--- src/hw/fml_macros.svh ---
// Widths, depths, counter sizes and latency of the fast memory link subsystem
`ifndef FML_MACROS_SVH
`define FML_MACROS_SVH

// Byte address width of the shared memory, 4 KiB on chip
`define FML_DEPTH       12
// Memory word and byte-enable widths
`define FML_DW          64
`define FML_SELW        8
// Host bus data width
`define WB_DW           32

// Reset hold counter, short for simulation
`define RST_DEBOUNCE_W  6
// Flash reset counter; its top bit must set before the hold counter empties
`define FLASH_RST_W     6

// Cycles from first strobe to acknowledge
`define MEM_LATENCY     2

`endif

--- src/hw/fml_pkg.sv ---
// Shared types of the fast memory link subsystem
// Memory request, host bus request and the two views of a memory word
`include "fml_macros.svh"

package fml_pkg;

	// One request on the fast memory link
	typedef struct packed {
		logic                  stb;
		logic                  we;
		logic [`FML_DEPTH-1:0] adr;
		logic [`FML_SELW-1:0]  sel;
		logic [`FML_DW-1:0]    dw;
	} fml_req_t;

	// Host bus cycle, Wishbone classic
	typedef struct packed {
		logic              cyc;
		logic              stb;
		logic              we;
		logic [31:0]       adr;
		logic [3:0]        sel;
		logic [`WB_DW-1:0] dat;
	} wb_req_t;

	// --------------------------------------------------
	// Memory word views
	// Bridge picks a 32-bit half by address bit 2
	// Scanout walks four 16-bit pixels, lowest first
	// --------------------------------------------------
	typedef union packed {
		logic [`FML_DW/`WB_DW-1:0][`WB_DW-1:0] half;
		logic [`FML_DW/16-1:0][15:0]           pix;
	} fml_word_u;

endpackage

--- src/hw/fml_arbiter.sv ---
// Fixed-priority arbiter sharing one memory port between two masters
// Master 0 is the scanout and always wins a tie
`timescale 1ns/10ps

module fml_arbiter (
	input  logic              sys_clk,
	input  logic              sys_rst,
	input  fml_pkg::fml_req_t m0_req_i,
	output logic              m0_ack_o,
	input  fml_pkg::fml_req_t m1_req_i,
	output logic              m1_ack_o,
	output fml_pkg::fml_req_t s_req_o,
	input  logic              s_ack_i
);

	// Registered owner of the memory port
	logic owner;
	logic owner_stb;
	logic rearb;
	logic next_owner;

	assign owner_stb = owner ? m1_req_i.stb : m0_req_i.stb;

	// Port is free when the owner is idle or its ack is on the bus
	// Memory restarts its latency count in both cases
	assign rearb = !owner_stb || s_ack_i;

	// Priority pick, keep current owner when nobody asks
	always_comb begin
		next_owner = owner;
		if (m0_req_i.stb) begin
			next_owner = 1'b0;
		end else if (m1_req_i.stb) begin
			next_owner = 1'b1;
		end
	end

	always_ff @(posedge sys_clk) begin
		if (sys_rst) begin
			owner <= 1'b0;
		end else if (rearb) begin
			owner <= next_owner;
		end
	end

	// --------------------------------------------------
	// Request mux and ack steering
	// --------------------------------------------------
	assign s_req_o = owner ? m1_req_i : m0_req_i;

	// Ack to the owner only
	assign m0_ack_o = s_ack_i && !owner;
	assign m1_ack_o = s_ack_i && owner;

endmodule

--- config.mk ---
export PLATFORM = sky130hd
export DESIGN_NAME = fml_arbiter
export DESIGN_NICKNAME = d
export VERILOG_FILES = /design/src/hw/fml_pkg.sv /design/src/hw/fml_arbiter.sv
export VERILOG_INCLUDE_DIRS = /design/src /design/src/hw
export SDC_FILE = /design/constraint.sdc
export NUM_CORES = 1
export LEC_CHECK = 0
export ABC_CLOCK_PERIOD_IN_PS = 1100
export BUFFER_PORTS_ARGS = -buffer_cell sky130_fd_sc_hd__buf_4
export CAP_MARGIN = 10
export CORE_AREA = 2 2 101 103
export CTS_CLUSTER_SIZE = 20
export DETAILED_ROUTE_END_ITERATION = 10
export DIE_AREA = 0 0 103 105
export PLACE_DENSITY = 0.6
export SLEW_MARGIN = 20
export SYNTH_ARGS = -nofsm -noshare
export SYNTH_HDL_FRONTEND = slang
export SYNTH_SLANG_ARGS = --single-unit
export TNS_END_PERCENT = 10
--- constraint.sdc ---
create_clock -name sys_clk -period 1.1 [get_ports sys_clk]
set_input_delay 0.165 -clock sys_clk [delete_from_list [all_inputs] [get_ports sys_clk]]
set_output_delay 0.165 -clock sys_clk [all_outputs]
set_load 0.01 [all_outputs]
# [After elaboration in Yosys (flattened, before gate mapping)]
# Index checks and enable logic that the tools add are counted.
[op_classes] muxes=4 n_reduce_logical=7
[op_table] cell="2-to-1 mux 86 bit" n=1
[op_table] cell="2-to-1 mux 1 bit" n=3
[op_table] cell="logical AND 1 bit" n=2
[op_table] cell="zero test 1 bit" n=2
[op_table] cell="AND reduction 2 bit" n=1
[op_table] cell="nonzero test 2 bit" n=1
[op_table] cell="logical OR 1 bit" n=1
[totals] word_cells=12 register_bits=1 in_bits=175 output_inout_bits=88

# [Logic depth before layout (Yosys ltp)]
[logic_depth] ltp_word=4 depth_mapped=4 depth_no_buf=2

# [Worst setup path after synthesis]
# No wires, ideal clock.
[synth_path] path_type="register -> output" startpoint="register owner" endpoint="output port s_req_o[85] in the netlist's numbering" slack_ps=-140 stages_incl_launch_ff=5 arrival_time_ps=1075 path_buffers=3 path_cell_list="dfxtp_1 > buf_12 > buf_12 > mux2_4 > buf_4"
[synth_rtl] item="start, declared" line_no="fml_arbiter.sv:17" rtl="logic owner;"
[synth_rtl] item="start signal, assigned" line_no="fml_arbiter.sv:42" rtl="owner <= next_owner;"
[synth_rtl] item="end, declared" line_no="fml_arbiter.sv:12" rtl="output fml_pkg::fml_req_t s_req_o,"

==> reports/results.tsv <==
stage	metric	value	unit
outcome	outcome	finished with violations	
outcome	violations	setup timing	
power	switching_share	30.4	%
logic_synthesis	synth-compound-area-share	0.806	%
setup_path	crit_path_max_fanout	8	
global_route	track_usage	11.5	%
logic_synthesis	synth_top_cells_by_count	mux2_4, buf_12	
logic_synthesis	synth_xor_area_share	0	%
final_layout	area_growth	150	%
final_layout	multi_input_area	1320	µm²
final_layout	nets	551	
cts	clk_pin_slew	0	ns
logic_synthesis	ys_seq_elements	1	
floorplan	dieArea	10800	µm²
floorplan	rows	36	
logic_synthesis	async_reset_ff_share	0	%
timing	setup_violations	86	
route	routedWlPerCell	14.4	µm
route	drt_iter0_drc	39	
timing	layout_min_cycle_time	1.33	ns
logic_synthesis	yosys_warnings	0	
timing	clock_skew	0	ns
timing	hold_viol_final	0	
route	ant_nets	0	
logic_synthesis	synth_area_leaders	mux2_4, buf_12, dfxtp_1	
power	p_switching	0.000550	W
power	p_int	0.00126	W
power	p_clk_share	0	%
setup_path	crit_required	0.94	ns
setup_path	crit_arrival	1.17	ns
setup_path	cp-end-kind	output pin	
placed_design	gp_congestion	0.817	
final_layout	filler_cell_count	958	
route	avgViaCountPerCell	3.89	
logic_synthesis	avgSynthCellArea	15.1	µm²
logic_synthesis	yosysSeqAreaShare	1.29	%
route	drcViolationCount	0	
final_layout	drive_gt1_share	98.7	%
timing	setup_slack	-0.230	ns
global_route	grt_antenna_before_repair	0	
final_layout	largest_reg_flops	1	
timing	final.period_utilization	121	%
timing	worst_pin_slew	0.113	ns
route	vias	1971	
final_layout	final_util	40.3	%
logic_synthesis	synth_top_cell_area_share	83.2	%
final_layout	top_regs	owner x1	
logic_synthesis	synth_cell_types	9	
floorplan	io-pin-count	263	
logic_synthesis	synth_edf_count	0	
run	maxCapViolCount	0	
global_route	overflow	0	
cts	cts.hold.buffers_added	0	
cts	clk_latency	0	ns
timing	max_freq	752	MHz
setup_path	rrSetupSlack	0.16	ns
final_layout	regArea	23.8	µm²
power	vdd_ir_drop_max	193	µV
logic_synthesis	synthSimpleGateAreaFrac	1.29	%
logic_synthesis	synth_nets	278	
min_path	worstHoldStart	sys_rst	
timing	slew_headroom	92.4	%
setup_path	start_kind	flip-flop	
setup_path	rr_endpoint	owner$_SDFFE_PP0P_	
timing	fin_tns_setup	-14.81	ns
min_path	whs_path_depth	2	
logic_synthesis	synth_most_common_cell	mux2_4	
min_path	min_to	owner$_SDFFE_PP0P_	
setup_path	r2r_start	owner$_SDFFE_PP0P_	
logic_synthesis	syn_area	1550	µm²
timing	rsz0062_at_grt	yes	
logic_synthesis	syn_inst	103	
placed_design	dpl.hpwl	6040	µm
setup_path	startpoint	owner$_SDFFE_PP0P_	
global_route	grt_pass1_wl	9980	µm
setup_path	ff2ff_path_depth	4	
logic_synthesis	synth_mux_area_share	83.2	%
floorplan	start_util	16.1	%
setup_path	crit_type	flip-flop to output pin	
timing	slew_viol_final	0	
power	power_density	467	nW/µm²
final_layout	diodes	0	
global_route	grt_pass1_vias	1997	
logic_synthesis	synthFlopType	dfxtp_1	
logic_synthesis	synth_area_leader_cell	mux2_4	
route	route.final.wire_length	7280	µm
floorplan	die_x	103	µm
logic_synthesis	synthAdderAreaFrac	0	%
global_route	grt_max_degree	13	
route	firstDrtPassIters	4	
placed_design	numPortBuffers	262	
power	power.leakage	2.08	nW
floorplan	core	9640	µm²
power	power_frac_seq	2.3	%
logic_synthesis	synth_top_family_by_area	multiplexers	
final_layout	regMostFlops	owner	
power	combPwrFrac	97.7	%
min_path	hold_class	input pin to flip-flop	
floorplan	die_h	105	µm
-- stage by stage --
stage	std cells	hold slack, ns	power (W)	worst slack [ns]	instance area (µm²)
floorplan	103	0.227	0.000804	-0.101	1560
finish	507	0.314	0.00181	-0.230	3880
global route	507	0.321	0.00191	-0.262	3880
CTS	507	0.317	0.00183	-0.226	3880
detailed placement	499	0.317	0.00167	-0.230	3610
global placement	499	0.318	0.00166	-0.209	3610
-- layout by cell type, fill, tap and decap left out --
master,instances
a21oi_1,1
mux2_4,86
buf_8,2
buf_6,32
nand3b_1,1
buf_16,4
and2_1,1
dfxtp_4,1
nor2b_1,1
o21bai_1,1
buf_4,241
buf_12,3
-- logic make-up (layout without fill, tap and decap cells) --
logic type,count (synthesis),in the layout
and+or+nand+nor,3,3
DFF,1,1
muxes,86,86
buffers and inverters,11,282
AOI/OAI and AO/OA,2,2
-- power groups by stage --
stage	registers (W)	clock network, W	logic, W
2_1_floorplan	0.0000411	0	0.000763
3_3_place_gp	0.0000414	0	0.00162
3_5_place_dp	0.0000415	0	0.00163
4_1_cts	0.0000411	0	0.00179
5_1_grt	0.0000418	0	0.00187
6_report	0.0000412	0	0.00177
-- worst max path at each step --
stage,end,slack (ns),cells past startpoint
final,s_req_o[3],-0.23,5
after global routing,s_req_o[3],-0.26,5
after CTS,s_req_o[23],-0.23,5
after detailed placement,s_req_o[56],-0.23,3
after global placement,s_req_o[48],-0.21,3
after floorplan,s_req_o[85],-0.10,4
-- final cells by class --
cell class	count	area share, %
well taps	133	4.28
repair buffers	282	61.0
flip-flops and latches	1	0.612
multi-input cells	91	34.1
-- layer usage --
layer | GRT usage [%] | routed length, µm
met1 | 12.8 | 2540
met2 | 22.9 | 3920
met3 | 1.87 | 762
met4 | 1.03 | 61
met5 | 0 | 0
-- timing repair --
item | in CTS | in global routing
setup buffers | 5 | 0
endpoints found under the setup margin | 87 | 87
gates cloned | 3 | 0
gates resized for setup | 42 | 1
-- worst max-delay path, stage by stage, from the launching register on --
cell and delay (ns):
dfxtp_4 0.34, buf_12 0.14, buf_12 0.14, buf_8 0.12
mux2_4 0.30, buf_6 0.12
Power figures use the tool's default switching activity.
