===== config.mk =====
export PLATFORM = sky130hd
export DESIGN_NAME = fb_scanout
export DESIGN_NICKNAME = d
export VERILOG_FILES = /design/src/hw/fml_pkg.sv /design/src/hw/fb_scanout.sv
export VERILOG_INCLUDE_DIRS = /design/src /design/src/hw
export SDC_FILE = /design/constraint.sdc
export NUM_CORES = 1
export LEC_CHECK = 0
export ABC_CLOCK_PERIOD_IN_PS = 11310
export BUFFER_PORTS_ARGS = -buffer_cell sky130_fd_sc_hd__buf_2
export CAP_MARGIN = 20
export CORE_MARGIN = 5
export CORE_UTILIZATION = 57
export CTS_CLUSTER_DIAMETER = 30
export DETAILED_ROUTE_END_ITERATION = 10
export GPL_ROUTABILITY_DRIVEN = 0
export PLACE_DENSITY = 0.85
export RECOVER_POWER = 25
export SLEW_MARGIN = 20
export SYNTH_ARGS = -nofsm -noshare
export SYNTH_HDL_FRONTEND = slang
export SYNTH_SLANG_ARGS = --single-unit

===== constraint.sdc =====
create_clock -name sys_clk -period 11.31 [get_ports sys_clk]
set_input_delay 1.131 -clock sys_clk [delete_from_list [all_inputs] [get_ports sys_clk]]
set_output_delay 1.131 -clock sys_clk [all_outputs]
set_load 0.1 [all_outputs]

===== src/hw/fml_macros.svh =====
// Widths, depths, counter sizes and latency of the fast memory link subsystem
`ifndef FML_MACROS_SVH
`define FML_MACROS_SVH

// Byte address width of the shared memory, 4 KiB on chip
`define FML_DEPTH       12
// Memory word and byte-enable widths
`define FML_DW          64
`define FML_SELW        8
// Host bus data width
`define WB_DW           32

// Reset hold counter, short for simulation
`define RST_DEBOUNCE_W  6
// Flash reset counter; its top bit must set before the hold counter empties
`define FLASH_RST_W     6

// Cycles from first strobe to acknowledge
`define MEM_LATENCY     2

`endif


===== src/hw/fml_pkg.sv =====
// Shared types of the fast memory link subsystem
// Memory request, host bus request and the two views of a memory word
`include "fml_macros.svh"

package fml_pkg;

	// One request on the fast memory link
	typedef struct packed {
		logic                  stb;
		logic                  we;
		logic [`FML_DEPTH-1:0] adr;
		logic [`FML_SELW-1:0]  sel;
		logic [`FML_DW-1:0]    dw;
	} fml_req_t;

	// Host bus cycle, Wishbone classic
	typedef struct packed {
		logic              cyc;
		logic              stb;
		logic              we;
		logic [31:0]       adr;
		logic [3:0]        sel;
		logic [`WB_DW-1:0] dat;
	} wb_req_t;

	// --------------------------------------------------
	// Memory word views
	// Bridge picks a 32-bit half by address bit 2
	// Scanout walks four 16-bit pixels, lowest first
	// --------------------------------------------------
	typedef union packed {
		logic [`FML_DW/`WB_DW-1:0][`WB_DW-1:0] half;
		logic [`FML_DW/16-1:0][15:0]           pix;
	} fml_word_u;

endpackage


===== src/hw/fb_scanout.sv =====
// Framebuffer reader, one memory word fetched at a time
// Words split into 16-bit pixels, lowest first, one per cycle
`timescale 1ns/10ps
`include "fml_macros.svh"

module fb_scanout (
	input  logic                  sys_clk,
	input  logic                  sys_rst,
	input  logic                  start_i,
	input  logic [`FML_DEPTH-4:0] base_i,
	input  logic [7:0]            words_i,
	output logic                  busy_o,
	output logic                  pix_valid_o,
	output logic [15:0]           pix_o,
	output fml_pkg::fml_req_t     fml_req_o,
	input  logic                  fml_ack_i,
	input  fml_pkg::fml_word_u    fml_dr_i
);

	logic                  stb_q;
	// Word address of the fetch in flight or next
	logic [`FML_DEPTH-4:0] adr_q;
	// Words still to fetch
	logic [7:0]            left_q;
	// Two-entry buffer, shift word and pending word
	fml_pkg::fml_word_u    shift_q;
	fml_pkg::fml_word_u    pend_q;
	logic                  shift_vld;
	logic                  pend_vld;
	logic [1:0]            pix_idx;
	logic                  got_word;
	logic                  last_pix;
	logic                  shift_free;
	logic                  start;

	assign start      = start_i && !busy_o;
	assign got_word   = stb_q && fml_ack_i;
	assign last_pix   = shift_vld && (pix_idx == 2'd3);
	// Shift word can be replaced this cycle
	assign shift_free = !shift_vld || last_pix;

	// Read-only master
	assign fml_req_o = '{stb: stb_q, we: 1'b0, adr: {adr_q, 3'b000},
		sel: {`FML_SELW{1'b1}}, dw: {`FML_DW{1'b0}}};

	// --------------------------------------------------
	// Fetch and buffer control
	// --------------------------------------------------
	always_ff @(posedge sys_clk) begin
		if (sys_rst) begin
			stb_q       <= 1'b0;
			left_q      <= 8'd0;
			shift_vld   <= 1'b0;
			pend_vld    <= 1'b0;
			pix_idx     <= 2'd0;
			pix_valid_o <= 1'b0;
			busy_o      <= 1'b0;
		end else begin
			pix_valid_o <= shift_vld;
			if (start) begin
				busy_o <= 1'b1;
				left_q <= words_i;
			end else if (busy_o && !stb_q && left_q == 8'd0 && !pend_vld && !shift_vld) begin
				// Last pixel already out
				busy_o <= 1'b0;
			end
			// Next fetch only with a free pending slot
			if (got_word) begin
				stb_q  <= 1'b0;
				left_q <= left_q - 8'd1;
			end else if (!stb_q && left_q != 8'd0 && !pend_vld) begin
				stb_q <= 1'b1;
			end
			// Index wraps to zero after the fourth pixel
			if (shift_vld)
				pix_idx <= pix_idx + 2'd1;
			if (got_word && !shift_free) begin
				pend_vld <= 1'b1;
			end else if (shift_free && pend_vld) begin
				pend_vld <= 1'b0;
			end
			if (shift_free)
				shift_vld <= got_word || pend_vld;
		end
	end

	// Address, buffer words and pixel out
	always_ff @(posedge sys_clk) begin
		if (start) begin
			adr_q <= base_i;
		end else if (got_word) begin
			adr_q <= adr_q + 1'b1;
		end
		if (got_word && !shift_free)
			pend_q <= fml_dr_i;
		// Pending word first, it is older
		if (shift_free)
			shift_q <= pend_vld ? pend_q : fml_dr_i;
		if (shift_vld)
			pix_o <= shift_q.pix[pix_idx];
	end

endmodule


# Word level (Yosys, flattened, before mapping)
# Cells that the tools add are included.
# word_totals
reg_bits	168
in_bits	85
output_inout_bits	104
elab_cells	51
# op_classes
n_addsub	3
n_lt_le_gt_ge	1
n_eq_ne	1
muxes	11
n_reduce_logical	24
# ops
op	count
$mux 64	1
$bmux 16 s2	1
$mux 9	2
$mux 16	1
$mux 8	2
$logic_and 1x1->1	11
$add 9x1->9 const B	1
$logic_not 8->1	1
$reduce_bool 8->1	1
$sub 8x1->8 const B	1
$reduce_bool 2->1	3
$logic_not 1->1	5
$mux 1	4
$lt 2x3->1 const B	1
$add 2x1->2 const B	1
$eq 2x2->1 const B	1
$logic_or 1x1->1	2
$reduce_or 2->1	1

# Depth between registers and ports, before layout
# depth
word_depth	7
mapped_depth	6
mapped_depth_nobuf	6

# Worst setup path before layout
# No wires, ideal clock.
# synth_timing
path_kind	reg-to-reg
start	register shift_vld
end	register pend_q[0] (netlist name), enable pin
setup_ps	486
arrival_ps	5281
t_required_ps	10824
setup_slack_ps	5543
path_stages_with_launch	3
synth_period_minus_slack_ps	5767
cell_sequence	dfxtp_1 nand2b_1 nor2_1
# synth_between
elab_chain_len	4
# synth_rtl
item	line_no	source
start, declared	fb_scanout.sv:28	logic shift_vld;
start signal, assigned	fb_scanout.sv:83	shift_vld <= got_word || pend_vld;
$logic_not 1->1 or $logic_and 1x1->1 (tied branches)	fb_scanout.sv:40, fb_scanout.sv:38	
$logic_or 1x1->1 (*)	fb_scanout.sv:40	assign shift_free = !shift_vld || last_pix;
net shift_free	fb_scanout.sv:33	logic shift_free;
$logic_not 1->1 (*)	fb_scanout.sv:94	if (got_word && !shift_free)
$logic_and 1x1->1 (*)	fb_scanout.sv:94	
end signal, assigned	fb_scanout.sv:95	pend_q <= fml_dr_i;
end, declared	fb_scanout.sv:27	fml_pkg::fml_word_u pend_q;
# The timed path passes the listed nets; every way through them passes the cells marked *.
# A chain may end at the register's enable or synchronous reset.

# Worst setup path after layout
# layout_timing
start	register shift_vld
end	register pend_q[3] (netlist name), enable pin
# The elaborated chain is that of the path after synthesis.

==> impl_metrics.json <==
{
  "status": "complete, no violations",
  "vias": 3808,
  "synth_top_area_share_pct": 63.05,
  "path_class": "register to register",
  "grt_usage_pct": 17.72,
  "dp_hpwl_um": 8725,
  "tns_ns": 0,
  "finalSetupViolations": 0,
  "setup_ws_ns": 8.167,
  "switchingPower_uw": 544.8,
  "highest_layer": "met4",
  "p_comb_share_pct": 20.0,
  "worstSetupEndpointType": "register",
  "critPathMaxStageDelay_ns": 1.06,
  "cts_inserted_buffers": 17,
  "cts_setup_buffers": 0,
  "ctsResizeCount": 0,
  "route.met3.wl_um": 1198,
  "finClkSkew_ns": 0.007387,
  "grt_max_degree": 68,
  "fin_hold_ws_ns": 0.5056,
  "core_mm2": 0.01257,
  "io_buffers": 112,
  "internal-power_uw": 1216,
  "period_needed_ns": 3.143,
  "fillers": 891,
  "wl_met1_um": 4867,
  "hold_path.class": "register to register",
  "die_x_um": 123.1,
  "async_flop_share_pct": 0,
  "synth_top_area_cell": "edfxtp_1",
  "drive_above_1_share_pct": 34.21,
  "tightest_slew_ns": 1.117,
  "slew_viol_final": 0,
  "period_share_pct": 27.79,
  "synthCells": 446,
  "fp-row-count": 41,
  "mostFrequentLayoutCell": "edfxtp_1",
  "cp_slowest_cell": "dfxtp_1",
  "critPathBufInv": 1,
  "die_y_um": 123.1,
  "initial_core_util_pct": 57.98,
  "firstDrtPassIters": 4,
  "cts_max_path_buffers": 2,
  "drt_iter0_drc": 318,
  "synthTopCellsByArea": "edfxtp_1 63%, mux2_2 10%, buf_4 8.0%",
  "finalNetCount": 649,
  "cts_tree": "yes",
  "p_seq_share_pct": 44.3,
  "critPathTopFamily": "flip-flops",
  "post-place-ws_ns": 8.142,
  "synth.distinct_cells": 42,
  "power_leakage_uw": 0.003032,
  "grt_antenna_before_repair": 0,
  "antenna_cells": 0,
  "irDropWorstVdd_mv": 0.2429,
  "wl_met2_um": 6870,
  "cp_data_arrival_time_ns": 3.19,
  "finalPower_uw": 1761,
  "cts_htree_levels": 4,
  "cts_hold_buffers": 0,
  "p_per_area_mw_per_mm2": 212.2,
  "cp-start-kind": "register",
  "rsz0062_at_grt": "no",
  "antenna_left": 0,
  "hold_viol": 0,
  "synth-main-ff-cell": "edfxtp_1",
  "clkPwrFrac_pct": 35.7,
  "ioPinCount": 189,
  "fmax_ghz": 0.3182,
  "avgSynthCellArea_um2": 16.34,
  "die-area_mm2": 0.01515,
  "avgRoutedWirePerCell_um": 17.54,
  "clock_latency_ns": 0.42,
  "yosysWarnings": 0,
  "synth_edf_count": 153,
  "clock_sinks": 168,
  "maxSlewHeadroom_pct": 25.43,
  "drt_drc_violations_left": 0,
  "clk_pin_slew_worst_paths_ns": 0.06,
  "cts-root-buf": "clkbuf_16",
  "wirelength_um": 13070,
  "grt_pass1_vias": 3845,
  "worstPathRequired_ns": 11.36,
  "grt_pass1_wl_um": 19930,
  "crit_path_max_fanout": 67,
  "ys_ff_latch": 168,
  "layout_common_cells": "153 x edfxtp_1, 76 x conb_1, 74 x buf_2, 65 x mux2_2, 39 x clkbuf_1",
  "p_sw_share_pct": 30.94,
  "cp_cell_sequence": "nand2b_4, nor2_4, buf_4",
  "area_growth_pct": 13.87,
  "drv_cap": 0,
  "netlist_area_mm2": 0.007287,
  "fin_util_pct": 66.02,
  "synth.yosys.seq_area_share_pct": 67.17,
  "viasPerCell": 5.111,
  "overflow": 0
}
-- area by class of cell --
type / instances / area, µm² / area share, %
inverter: 3 / 11.26 / 0.1357
timing repair buffer: 115 / 535.5 / 6.454
tap: 172 / 215.2 / 2.593
multi-input combinational: 255 / 1991 / 23.99
clock buffer: 19 / 432.9 / 5.217
sequential: 168 / 4896 / 59.00
clock inverter: 13 / 216.5 / 2.609
-- power groups by stage --
stage               Sequential [µW]  Clock [µW]  Combinational, µW
global route                    786         670                369
CTS                             781         640                355
finish                          780         629                352
global placement                789           0                347
detailed placement              793           0                353
floorplan                       875           0                235
-- cells in the mapped netlist, types with 2 or more instances --
| master | number |
|---|---|
| buf_2 | 13 |
| xnor2_1 | 5 |
| nor3_2 | 2 |
| buf_4 | 78 |
| nand3_1 | 5 |
| inv_1 | 3 |
| o21ai_0 | 10 |
| nor2_1 | 17 |
| xor2_1 | 3 |
| buf_6 | 2 |
| a21oi_1 | 7 |
| and2_1 | 2 |
| edfxtp_1 | 153 |
| mux2_2 | 65 |
| a211oi_1 | 4 |
| dfxtp_1 | 15 |
| conb_1 | 2 |
| mux4_2 | 16 |
| and3_1 | 2 |
| nand2_1 | 12 |
| a22oi_1 | 3 |
| ha_1 | 4 |
| o311ai_0 | 2 |
| nand2b_1 | 3 |
-- cells by family (layout without fill, tap and decap cells) --
| kind of cell | count (synthesis) | count (layout) | share of synthesized area, % |
|---|---|---|---|
| flip-flops | 168 | 168 | 67.17 |
| adder cells (fa/ha/maj) | 4 | 4 | 0.6868 |
| multiplexers | 82 | 82 | 15.13 |
| AO/OA/AOI/OAI | 31 | 31 | 2.679 |
| buffers and inverters | 97 | 150 | 9.444 |
| other | 2 | 76 | 0.1031 |
| XOR/XNOR | 8 | 8 | 0.9616 |
| AND/OR/NAND/NOR | 54 | 54 | 3.829 |
-- worst paths after layout --
check	cells after the start	slack, ns	end	from
worst max-delay path	3	8.17	pend_q[3]$_DFFE_PP_	shift_vld$_SDFFE_PP0P_
worst min-delay path	1	0.51	left_q[7]$_SDFFE_PP0P_	left_q[7]$_SDFFE_PP0P_
worst max register to register	3	8.17	pend_q[3]$_DFFE_PP_	shift_vld$_SDFFE_PP0P_
worst min register to register	1	0.51	left_q[7]$_SDFFE_PP0P_	left_q[7]$_SDFFE_PP0P_
-- flip-flops by register name (all words and copies together) (netlist names), 2 cells and up --
signal and flops:
adr_q 9, left_q 8, pend_q 64, pix_idx 2
pix_o 16, shift_q 64
-- stage by stage --
step | cell area (µm²) | instances
2_1_floorplan | 7565 | 520
3_3_place_gp | 7702 | 713
3_5_place_dp | 7702 | 713
4_1_cts | 8352 | 745
5_1_grt | 8298 | 745
6_report | 8298 | 745
-- metal layers --
layer / vias to the layer above / track usage, %
met2: 183 / 30.99
met3: 15 / 5.306
met4: 0 / 6.021
li1: 1764 / -
met5: - / 0
met1: 1846 / 20.97
Note: power is estimated with default switching activity, not from simulation.
