--- src/hw/fml_macros.svh ---
// Widths, depths, counter sizes and latency of the fast memory link subsystem
`ifndef FML_MACROS_SVH
`define FML_MACROS_SVH

// Byte address width of the shared memory, 4 KiB on chip
`define FML_DEPTH       12
// Memory word and byte-enable widths
`define FML_DW          64
`define FML_SELW        8
// Host bus data width
`define WB_DW           32

// Reset hold counter, short for simulation
`define RST_DEBOUNCE_W  6
// Flash reset counter; its top bit must set before the hold counter empties
`define FLASH_RST_W     6

// Cycles from first strobe to acknowledge
`define MEM_LATENCY     2

`endif

--- src/hw/fml_pkg.sv ---
// Shared types of the fast memory link subsystem
// Memory request, host bus request and the two views of a memory word
`include "fml_macros.svh"

package fml_pkg;

	// One request on the fast memory link
	typedef struct packed {
		logic                  stb;
		logic                  we;
		logic [`FML_DEPTH-1:0] adr;
		logic [`FML_SELW-1:0]  sel;
		logic [`FML_DW-1:0]    dw;
	} fml_req_t;

	// Host bus cycle, Wishbone classic
	typedef struct packed {
		logic              cyc;
		logic              stb;
		logic              we;
		logic [31:0]       adr;
		logic [3:0]        sel;
		logic [`WB_DW-1:0] dat;
	} wb_req_t;

	// --------------------------------------------------
	// Memory word views
	// Bridge picks a 32-bit half by address bit 2
	// Scanout walks four 16-bit pixels, lowest first
	// --------------------------------------------------
	typedef union packed {
		logic [`FML_DW/`WB_DW-1:0][`WB_DW-1:0] half;
		logic [`FML_DW/16-1:0][15:0]           pix;
	} fml_word_u;

endpackage

--- src/hw/wb_fml_bridge.sv ---
// Host bus to fast memory link bridge
// 32-bit cycles mapped onto one half of a 64-bit word
`timescale 1ns/10ps
`include "fml_macros.svh"

module wb_fml_bridge (
	input  logic               sys_clk,
	input  logic               sys_rst,
	input  fml_pkg::wb_req_t   wb_i,
	output logic [`WB_DW-1:0]  wb_dat_o,
	output logic               wb_ack_o,
	output fml_pkg::fml_req_t  fml_req_o,
	input  logic               fml_ack_i,
	input  fml_pkg::fml_word_u fml_dr_i
);

	logic                  stb_q;
	logic                  we_q;
	logic [`FML_DEPTH-1:0] adr_q;
	logic [`FML_SELW-1:0]  sel_q;
	fml_pkg::fml_word_u    dw_q;
	// Held from issue through the host ack cycle
	logic                  busy;
	logic                  wb_req;
	logic                  issue;

	assign wb_req = wb_i.cyc && wb_i.stb;
	assign issue  = !stb_q && wb_req && !busy;

	// --------------------------------------------------
	// Cycle control
	// --------------------------------------------------
	always_ff @(posedge sys_clk) begin
		if (sys_rst) begin
			stb_q    <= 1'b0;
			busy     <= 1'b0;
			wb_ack_o <= 1'b0;
		end else begin
			wb_ack_o <= 1'b0;
			if (stb_q) begin
				// Host ack one cycle after memory ack
				if (fml_ack_i) begin
					stb_q    <= 1'b0;
					wb_ack_o <= 1'b1;
				end
			end else if (issue) begin
				stb_q <= 1'b1;
				busy  <= 1'b1;
			end else if (wb_ack_o) begin
				// Host saw ack, a strobe next cycle is a new cycle
				busy <= 1'b0;
			end
		end
	end

	// Request payload and read half
	always_ff @(posedge sys_clk) begin
		if (issue) begin
			we_q      <= wb_i.we;
			adr_q     <= wb_i.adr[`FML_DEPTH-1:0];
			sel_q     <= wb_i.adr[2] ? {wb_i.sel, 4'h0} : {4'h0, wb_i.sel};
			// Same data in both halves, sel picks the live one
			dw_q.half <= {wb_i.dat, wb_i.dat};
		end
		if (stb_q && fml_ack_i)
			wb_dat_o <= fml_dr_i.half[adr_q[2]];
	end

	assign fml_req_o = '{stb: stb_q, we: we_q, adr: adr_q, sel: sel_q, dw: dw_q};

endmodule

--- config.mk ---
export PLATFORM = sky130hd
export DESIGN_NAME = wb_fml_bridge
export DESIGN_NICKNAME = d
export VERILOG_FILES = /design/src/hw/fml_pkg.sv /design/src/hw/wb_fml_bridge.sv
export VERILOG_INCLUDE_DIRS = /design/src /design/src/hw
export SDC_FILE = /design/constraint.sdc
export NUM_CORES = 1
export LEC_CHECK = 0
export BUFFER_PORTS_ARGS = -buffer_cell sky130_fd_sc_hd__buf_2
export CAP_MARGIN = 20
export CORE_MARGIN = 2
export CORE_UTILIZATION = 37
export CTS_CLUSTER_SIZE = 14
export DETAILED_ROUTE_END_ITERATION = 6
export PLACE_DENSITY = 0.78
export SYNTH_ARGS = -nofsm -noshare
export SYNTH_HDL_FRONTEND = slang
export SYNTH_SLANG_ARGS = --single-unit
--- constraint.sdc ---
create_clock -name sys_clk -period 2 [get_ports sys_clk]
set_clock_uncertainty 0.1 [all_clocks]
set_input_delay 0.4 -clock sys_clk [delete_from_list [all_inputs] [get_ports sys_clk]]
set_output_delay 0.4 -clock sys_clk [all_outputs]
set_load 0.02 [all_outputs]
[After elaboration in Yosys (flattened, before gate mapping)]
Index checks and enable logic that the tools add are counted.
Storage, ports and cells
  register bits after elaboration: 120
  latch bits: 0
  bits in writable memories: 0
  bits in read-only memories: 0
  bits of input ports: 138
  memories kept: 0
Operators by class
  add/sub/neg operators: 0
  $mul: 0
  divide/modulo/power cells: 0
  $lt $le $gt $ge: 1
  equality and inequality tests: 0
  shifts and indexed selects: 0
  multiplexer cells: 8
  bitwise gates (word level): 1
  reductions and logical operators: 9
Operators by type and width (number)
  two-way mux 32 bit: 2
  two-way mux 1 bit: 6
  logical AND 1 bit: 4
  zero test 1 bit: 2
  less-than comparator 1 x 2 -> 1 bit (second input constant): 1
  AND reduction 2 bit: 1
  nonzero test 2 bit: 1
  OR reduction 2 bit: 1
  inverter 1 bit: 1

[Longest topological paths before layout]
Gate-level depths: netlist (run 1).
  depth after elaboration: 5
  mapped depth: 3
  depth with buffers taken out: 2

[Least setup slack after synthesis (run 1)]
Ideal clock, no wire load.
  path type: register -> register
  start point: register stb_q
  end point: register adr_q[0], enable pin
  setup time: 407 ps
  arrival: 1580 ps
  data required time: 1493 ps
  setup slack: -87 ps
  stages on the path, launching flop included: 3
  path buffers: 0
  cells stage by stage: dfxtp_1 -> nand4bb_1 -> inv_1
Between the ends
  cells in the longest elaborated chain, start to end: 3
RTL lines
  start: declaration: line wb_fml_bridge.sv:17  | logic stb_q;
  start signal: assignment: line wb_fml_bridge.sv:35  | stb_q <= 1'b0;
  start signal: assignment: line wb_fml_bridge.sv:43  | stb_q <= 1'b0;
  start signal: assignment: line wb_fml_bridge.sv:47  | stb_q <= 1'b1;
  zero test 1 bit: line wb_fml_bridge.sv:28  | assign issue = !stb_q && wb_req && !busy;
  logical AND 1 bit (2 in series): line wb_fml_bridge.sv:28
  named net issue: line wb_fml_bridge.sv:25  | logic issue;
  end signal: assignment: line wb_fml_bridge.sv:60  | adr_q <= wb_i.adr[`FML_DEPTH-1:0];
  end: declaration: line wb_fml_bridge.sv:19  | logic [`FML_DEPTH-1:0] adr_q;
The timed path passes the listed nets, and every way through them passes these cells.
A chain may end at the register's enable or synchronous reset.

[Worst setup path after layout (run 1)]
  start point: register adr_q[2]
  end point: output fml_req_o[74] in the netlist's numbering
RTL lines
  end: declaration: line wb_fml_bridge.sv:12  | output fml_pkg::fml_req_t fml_req_o,
No word-level cell between the ends.

==> out/results.md, run 1 <==
### GRT
* 0 — grt total ovfl
* 0.139 — total global routing track utilization
* 10.7 mm — first-pass GRT wire length
* 1 — number of antenna violations at the first check in global routing
* 54 — largest net degree at the start of global routing
* 2,220 — number of global-route vias before repair

### Yosys
* 88 — #FFs+latches synth
* 20.0 µm² — synthesized area divided by synthesized cell count
* 0.741 — post-synthesis sequential area ratio
* 0.724 — area share of the largest cell type after synthesis
* 0 — number of warnings printed during yosys synthesis
* 176 — post-synthesis instance total
* sky130_fd_sc_hd__edfxtp_1 — cell taking the most area after synthesis
* 0.00353 mm² — area of the mapped netlist
* 314 — nets in the synthesized netlist
* 15 — number of distinct standard cells referenced by the synthesized netlist
* sky130_fd_sc_hd__edfxtp_1 72%, sky130_fd_sc_hd__mux2_4 13%, sky130_fd_sc_hd__buf_4 7.2%, sky130_fd_sc_hd__buf_12 1.7%, sky130_fd_sc_hd__dfxtp_1 1.7% — cells taking the most area after synthesis

### Route
* 0 — DRT antenna net count
* 7.53 mm — post-detailed-routing wire length
* 2,247 — number of vias after detailed routing
* 4.30 — via/cell ratio
* 0 — DRC
* 35 — violation count after the first detailed-routing iteration
* 14.4 µm — detailed-route wire length per cell
* 4 — Pre-antenna DRT Iters

### CTS
* 3 — H-tree levels
* 0 — Resized cells post-CTS
* 88 — clock sinks
* 0 — buffers inserted during post-CTS setup optimization
* sky130_fd_sc_hd__clkbuf_8 — cell at the root of the clock tree
* 0.34 ns — clock latency reported for the late side of the worst-skew pair
* 2 — deepest clock path buffer count
* built — clock tree from TritonCTS
* 9 — total CTS buffers
* 0 — hold buffer count at CTS
* 0.09 ns — Clk pin slew, worst setup/hold paths

### Die
* 257 — Top-Level Pins
* 0.00924 mm² — core area
* 102 µm — Die H
* 0.382 — starting utilization of the core area
* 35 — number of placement rows
* 102 µm — die outline width
* 0.0103 mm² — floorplan die area

### Cells and area
* 0.733 — share of cells above drive strength 1
* 523 — final standard cell count with taps included and fillers excluded
* 236 x sky130_fd_sc_hd__buf_2, 85 x sky130_fd_sc_hd__edfxtp_1, 30 x sky130_fd_sc_hd__mux2_4 — most used cells in the layout excluding fill and tap cells
* 807 — Filler cells
* 526 — nets@finish
* 35.4% — Syn-to-layout area delta
* 0.00261 mm² — FF+latch area
* 0.00477 mm² — post-route standard cell area excluding fillers
* sky130_fd_sc_hd__buf_2 — most frequent standard cell in the layout excluding fill and tap cells
* 581 µm² — area used by multi-input combinational logic

### Timing
* false — unrepaired setup endpoints after global routing
* 0 — Setup-failing EPs final
* 0.301 ns — Final Worst Setup Slack
* 0 — Hold Violations, Final
* 0.121 ns — hold_ws
* 0.849 — part of the cycle the worst path needs
* 0.589 GHz — Max Fclk
* 1.70 ns — post-layout minimum cycle time
* 0 — max-slew violations
* 0.411 ns — actual slew at the worst max-slew pin
* 0 ns — Setup TNS
* 0.726 — max-slew headroom at the worst pin

### Run status
* complete, no violations — outcome

### Power
* 0.000288 V — IR drop worst, VDD
* 774 mW/mm² — Cell Pwr Density
* 2.15 nW — total leakage power

### Critical path
* 1.50 ns — data required time at the worst endpoint
* primary output — Worst setup EP type
* flip-flop — type of element launching the critical path
* sky130_fd_sc_hd__edfxtp_1 — critical-path cell with the highest stage delay
* buffers and inverters — cell type group with the largest total delay on the critical path
* 0.38 ns — worst stage delay on the critical path
* 1.20 ns — critical path arrival
* stb_q — Critical R2R Launch
* 33 — maximum fanout along the worst path
* buf_12 -> buf_2 — cells along the critical path
* adr_q[2] — crit path from
* 2 — WP buf/inv
* flip-flop to primary output — classification of the worst setup path

### Place
* 0.00459 mm² — placed cell areas
* 236 — number of buffer cells added on primary ports
* 6.00 mm — HPWL after DPL
* 506 — count of placed standard cells including taps
* 0.693 — gp weighted congestion
* 0.469 ns — post-place setup slack

### Worst hold path
* wb_i[3] — launch instance of the worst min-delay path
* input pin to flip-flop — path category of the worst min-delay check

### Flow run
* 0 — maxcap violations

==> registers in the layout, summed over array words and instances, names as in the netlist <==
signal	cells
adr_q	12
sel_q	8
wb_dat_o	32
stb_q	1
dw_q	32
wb_ack_o	1
we_q	1
busy	1
==> cell usage after synthesis <==
| library cell | number |
|---|---|
| sky130_fd_sc_hd__and2_1 | 5 |
| sky130_fd_sc_hd__buf_6 | 1 |
| sky130_fd_sc_hd__buf_4 | 34 |
| sky130_fd_sc_hd__inv_1 | 2 |
| sky130_fd_sc_hd__buf_12 | 3 |
| sky130_fd_sc_hd__nand2b_1 | 1 |
| sky130_fd_sc_hd__mux2_4 | 30 |
| sky130_fd_sc_hd__dfxtp_1 | 3 |
| sky130_fd_sc_hd__a221oi_1 | 1 |
| sky130_fd_sc_hd__nand4bb_1 | 1 |
| sky130_fd_sc_hd__nor2b_1 | 6 |
| sky130_fd_sc_hd__edfxtp_1 | 85 |
| sky130_fd_sc_hd__mux2_2 | 2 |
| sky130_fd_sc_hd__a21oi_1 | 1 |
| sky130_fd_sc_hd__nand3b_1 | 1 |
==> path summary, 6_finish.rpt <==
| path | to | slack (ns) | cells after the start |
|---|---|---|---|
| max | fml_req_o[74] | 0.30 | 2 |
| min | dw_q[35] | 0.12 | 1 |
| max reg2reg | sel_q[5] | 0.52 | 3 |
| min reg2reg | busy | 0.37 | 1 |
==> metal layers <==
| metal | track usage | wire, µm | vias to the layer above |
|---|---|---|---|
| li1 | - | - | 1045 |
| met5 | 0 | 0 | - |
| met1 | 0.143 | 2480 | 1034 |
| met4 | 0.0676 | 132 | 0 |
| met3 | 0.0559 | 880 | 12 |
| met2 | 0.246 | 4030 | 156 |
==> worst register-to-register path, stage by stage, from the launching register on <==
cell	delay [ns]
sky130_fd_sc_hd__dfxtp_1	0.35
sky130_fd_sc_hd__nand4bb_1	0.28
sky130_fd_sc_hd__clkinvlp_4	0.14
sky130_fd_sc_hd__buf_12	0.25
==> metrics by stage <==
| stage | power [mW] | utilization |
|---|---|---|
| 2_1_floorplan | 2.47 | - |
| 3_3_place_gp | 2.63 | 0.497 |
| 3_5_place_dp | 2.65 | 0.497 |
| 4_1_cts | 3.77 | 0.516 |
| 5_1_grt | 3.88 | 0.516 |
| 6_report | 3.70 | 0.517 |
==> cell families after synthesis <==
logic type             after synthesis  share of synthesized area
multiplexers                        32                      0.134
buffers and inverters               40                     0.0947
flip-flops                          88                      0.741
AO/OA/AOI/OAI                        2                    0.00390
AND/OR/NAND/NOR                     14                     0.0266
==> report_power, final <==
part / total (mW) / switching, mW / internal, mW
Clock: 1.10 / 0.634 / 0.465
Sequential: 2.13 / 0.0236 / 2.11
Combinational: 0.469 / 0.247 / 0.222
==> final cells by class <==
cell class | count | share of cell area
timing repair buffer | 239 | 0.257
antenna | 1 | 0.000524
tap | 129 | 0.0338
sequential | 88 | 0.547
multi-input combinational | 48 | 0.122
clock inverter | 7 | 0.0113
inverter | 2 | 0.00236
clock buffer | 9 | 0.0259
Note: power is estimated with default switching activity, not from simulation.
==> run 2: changes to the inputs <==
--- a/config.mk
+++ b/config.mk
@@ -6,13 +6,14 @@
 export SDC_FILE = /design/constraint.sdc
 export NUM_CORES = 1
 export LEC_CHECK = 0
+export ABC_AREA = 1
 export BUFFER_PORTS_ARGS = -buffer_cell sky130_fd_sc_hd__buf_2
 export CAP_MARGIN = 20
-export CORE_MARGIN = 2
-export CORE_UTILIZATION = 37
+export CORE_AREA = 2 2 100 102
 export CTS_CLUSTER_SIZE = 14
 export DETAILED_ROUTE_END_ITERATION = 6
-export PLACE_DENSITY = 0.78
+export DIE_AREA = 0 0 102 104
+export PLACE_DENSITY = 0.76
 export SYNTH_ARGS = -nofsm -noshare
 export SYNTH_HDL_FRONTEND = slang
 export SYNTH_SLANG_ARGS = --single-unit
==> constraint.sdc (replaced) <==
create_clock -name sys_clk -period 1.6 [get_ports sys_clk]
set_clock_uncertainty 0.1 [all_clocks]
set_input_delay 0.32 -clock sys_clk [delete_from_list [all_inputs] [get_ports sys_clk]]
set_output_delay 0.32 -clock sys_clk [all_outputs]
set_load 0.02 [all_outputs]
==> out/results.md, run 2 <==
### Run status
* complete, no violations — outcome

### Critical path
* 4 — number of cells traversed by the worst register-to-register path
* 1.18 ns — data required time at the worst endpoint
* flip-flop — type of element launching the critical path
* stb_q — Critical R2R Launch
* buf_2 — cells along the critical path
* fml_req_o[74] — Worst Setup EP
* dw_q[42] — end of the worst register-to-register path
* 1 — total stage count of the critical path
* flip-flops — cell type group with the largest total delay on the critical path
* primary output — Worst setup EP type
* 1.01 ns — critical path arrival
* 2 — maximum fanout along the worst path
* 1 — WP buf/inv
* 0.27 ns — worst-case register-to-register setup slack
* 0.46 ns — worst stage delay on the critical path
* adr_q[2] — crit path from
* flip-flop to primary output — classification of the worst setup path
* sky130_fd_sc_hd__edfxtp_1 — critical-path cell with the highest stage delay

### GRT
* 0 — grt total ovfl
* 65 — largest net degree at the start of global routing
* 11.6 mm — first-pass GRT wire length
* 1 — number of antenna violations at the first check in global routing
* 2,478 — number of global-route vias before repair
* 0.147 — total global routing track utilization

### CTS
* 0 — Resized cells post-CTS
* 3 — H-tree levels
* 0 — hold buffer count at CTS
* 9 — total CTS buffers
* 2 — deepest clock path buffer count
* 0.09 ns — Clk pin slew, worst setup/hold paths
* sky130_fd_sc_hd__clkbuf_8 — cell at the root of the clock tree
* 88 — clock sinks
* 0.35 ns — clock latency reported for the late side of the worst-skew pair
* built — clock tree from TritonCTS
* 0 — buffers inserted during post-CTS setup optimization

### Yosys
* 0 — proportion of synthesized flip-flops having asynchronous set or reset
* 0.708 — area share of the largest cell type after synthesis
* 0.00360 mm² — area of the mapped netlist
* 85 — number of enable flip-flop cells after synthesis
* sky130_fd_sc_hd__edfxtp_1 71%, sky130_fd_sc_hd__buf_4 7.1%, sky130_fd_sc_hd__o21ai_2 7.0%, sky130_fd_sc_hd__inv_1 4.7%, sky130_fd_sc_hd__nand2_1 4.2% — cells taking the most area after synthesis
* sky130_fd_sc_hd__edfxtp_1 — most numerous cell in the Yosys netlist
* sky130_fd_sc_hd__edfxtp_1 — cell taking the most area after synthesis
* 85 x sky130_fd_sc_hd__edfxtp_1, 45 x sky130_fd_sc_hd__inv_1, 40 x sky130_fd_sc_hd__nand2_1, 34 x sky130_fd_sc_hd__buf_4, 29 x sky130_fd_sc_hd__o21ai_2 — most common library cells after synthesis
* 257 — post-synthesis instance total
* sky130_fd_sc_hd__edfxtp_1 — ys flop type
* 14.0 µm² — synthesized area divided by synthesized cell count
* 0.725 — post-synthesis sequential area ratio
* 395 — nets in the synthesized netlist
* 14 — number of distinct standard cells referenced by the synthesized netlist
* 0 — number of warnings printed during yosys synthesis
* 88 — #FFs+latches synth

### Cells and area
* 236 x sky130_fd_sc_hd__buf_2, 85 x sky130_fd_sc_hd__edfxtp_1, 43 x sky130_fd_sc_hd__inv_1 — most used cells in the layout excluding fill and tap cells
* 0.00489 mm² — post-route standard cell area excluding fillers
* 603 — nets@finish
* dw_q (32), wb_dat_o (32), adr_q (12) — registers with the highest flip-flop counts
* 0.617 — share of cells above drive strength 1
* 0.00261 mm² — FF+latch area
* 474 µm² — area used by multi-input combinational logic
* 35.6% — Syn-to-layout area delta
* 857 — Filler cells
* sky130_fd_sc_hd__buf_2 — most frequent standard cell in the layout excluding fill and tap cells

### Timing
* 1.43 ns — post-layout minimum cycle time
* 0 — max-slew violations
* false — unrepaired setup endpoints after global routing
* 0.340 ns — actual slew at the worst max-slew pin
* 0.895 — part of the cycle the worst path needs
* 0 — Hold Violations, Final
* 0.774 — max-slew headroom at the worst pin
* 0.698 GHz — Max Fclk
* 0 ns — Setup TNS
* 0 — Setup-failing EPs final

### Route
* 59 — violation count after the first detailed-routing iteration
* 0 — DRC
* 4.22 — via/cell ratio
* 4 — Pre-antenna DRT Iters
* 0 — DRT antenna net count
* 2,549 — number of vias after detailed routing
* 13.1 µm — detailed-route wire length per cell
* 7.92 mm — post-detailed-routing wire length

### Flow run
* 0 — maxcap violations

### Die
* 257 — Top-Level Pins
* 0.377 — starting utilization of the core area
* 104 µm — Die H
* 36 — number of placement rows
* 0.0106 mm² — floorplan die area
* 102 µm — die outline width
* 0.00955 mm² — core area

### Worst hold path
* wb_i[8] — launch instance of the worst min-delay path
* input pin to flip-flop — path category of the worst min-delay check

### Place
* 0.815 — gp weighted congestion
* 6.20 mm — HPWL after DPL
* 236 — number of buffer cells added on primary ports
* 0.00467 mm² — placed cell areas

### Power
* 4.95 mW — final total power
* 0.000500 V — IR drop worst, VDD
* 2.31 nW — total leakage power
* 1010 mW/mm² — Cell Pwr Density

==> run 2: changes by cell type after synthesis, sizes merged, moves of 4 or more <==
| cell | before | now |
|---|---|---|
| and2 | 5 | 0 |
| nand2 | 0 | 42 |
| nor2 | 0 | 6 |
| nor2b | 6 | 0 |
| o21ai | 0 | 32 |
| mux2 | 32 | 0 |
| buf | 38 | 42 |
| inv | 2 | 45 |
==> run 2: how the worst min path moves through the flow <==
stage / end / slack, ns / cells past startpoint
after floorplan: stb_q / 0.28 / 1
after global placement: busy / 0.35 / 2
after detailed placement: busy / 0.39 / 2
after CTS: adr_q[1] / 0.009 / 1
after global routing: dw_q[40] / 0.006 / 1
final: dw_q[40] / 0.03 / 1
==> run 2: power breakdown <==
| part | total [mW] | switching [mW] | internal [mW] |
|---|---|---|---|
| sequential | 2.67 | 0.0328 | 2.64 |
| clock | 1.68 | 0.798 | 0.882 |
| combinational | 0.597 | 0.358 | 0.238 |
| total | 4.95 | 1.19 | 3.76 |
==> run 2: cell families (layout without fill, tap and decap cells) <==
group,after synthesis,after routing,synth area share
AND/OR/NAND/NOR,48,48,0.0514
buffers and inverters,87,300,0.146
other,0,1,0
flip-flops,88,88,0.725
AO/OA/AOI/OAI,34,34,0.0774
==> run 2: per-stage QoR <==
step / instances / worst slack, ns / hold slack [ns] / utilization
global route: 604 / 0.129 / 0.00608 / 0.512
CTS: 603 / 0.155 / 0.00869 / 0.512
finish: 604 / 0.168 / 0.0305 / 0.512
global placement: 587 / 0.234 / 0.347 / 0.489
detailed placement: 587 / 0.212 / 0.386 / 0.489
floorplan: 257 / -0.121 / 0.282 / -
==> run 2: layer usage <==
layer,up-vias,GRT usage,wire length [µm]
met2,162,0.258,4130
met1,1129,0.142,2670
met5,-,0,0
li1,1230,-,-
met4,0,0.104,361
met3,28,0.0457,758
==> run 2: layout make-up <==
cell class | count | area share
Sequential cell | 88 | 0.535
Timing Repair Buffer | 239 | 0.254
Multi-Input combinational cell | 82 | 0.0970
Inverter | 45 | 0.0353
Tap cell | 133 | 0.0340
Clock buffer | 9 | 0.0253
Clock inverter | 7 | 0.0192
Antenna cell | 1 | 0.000512
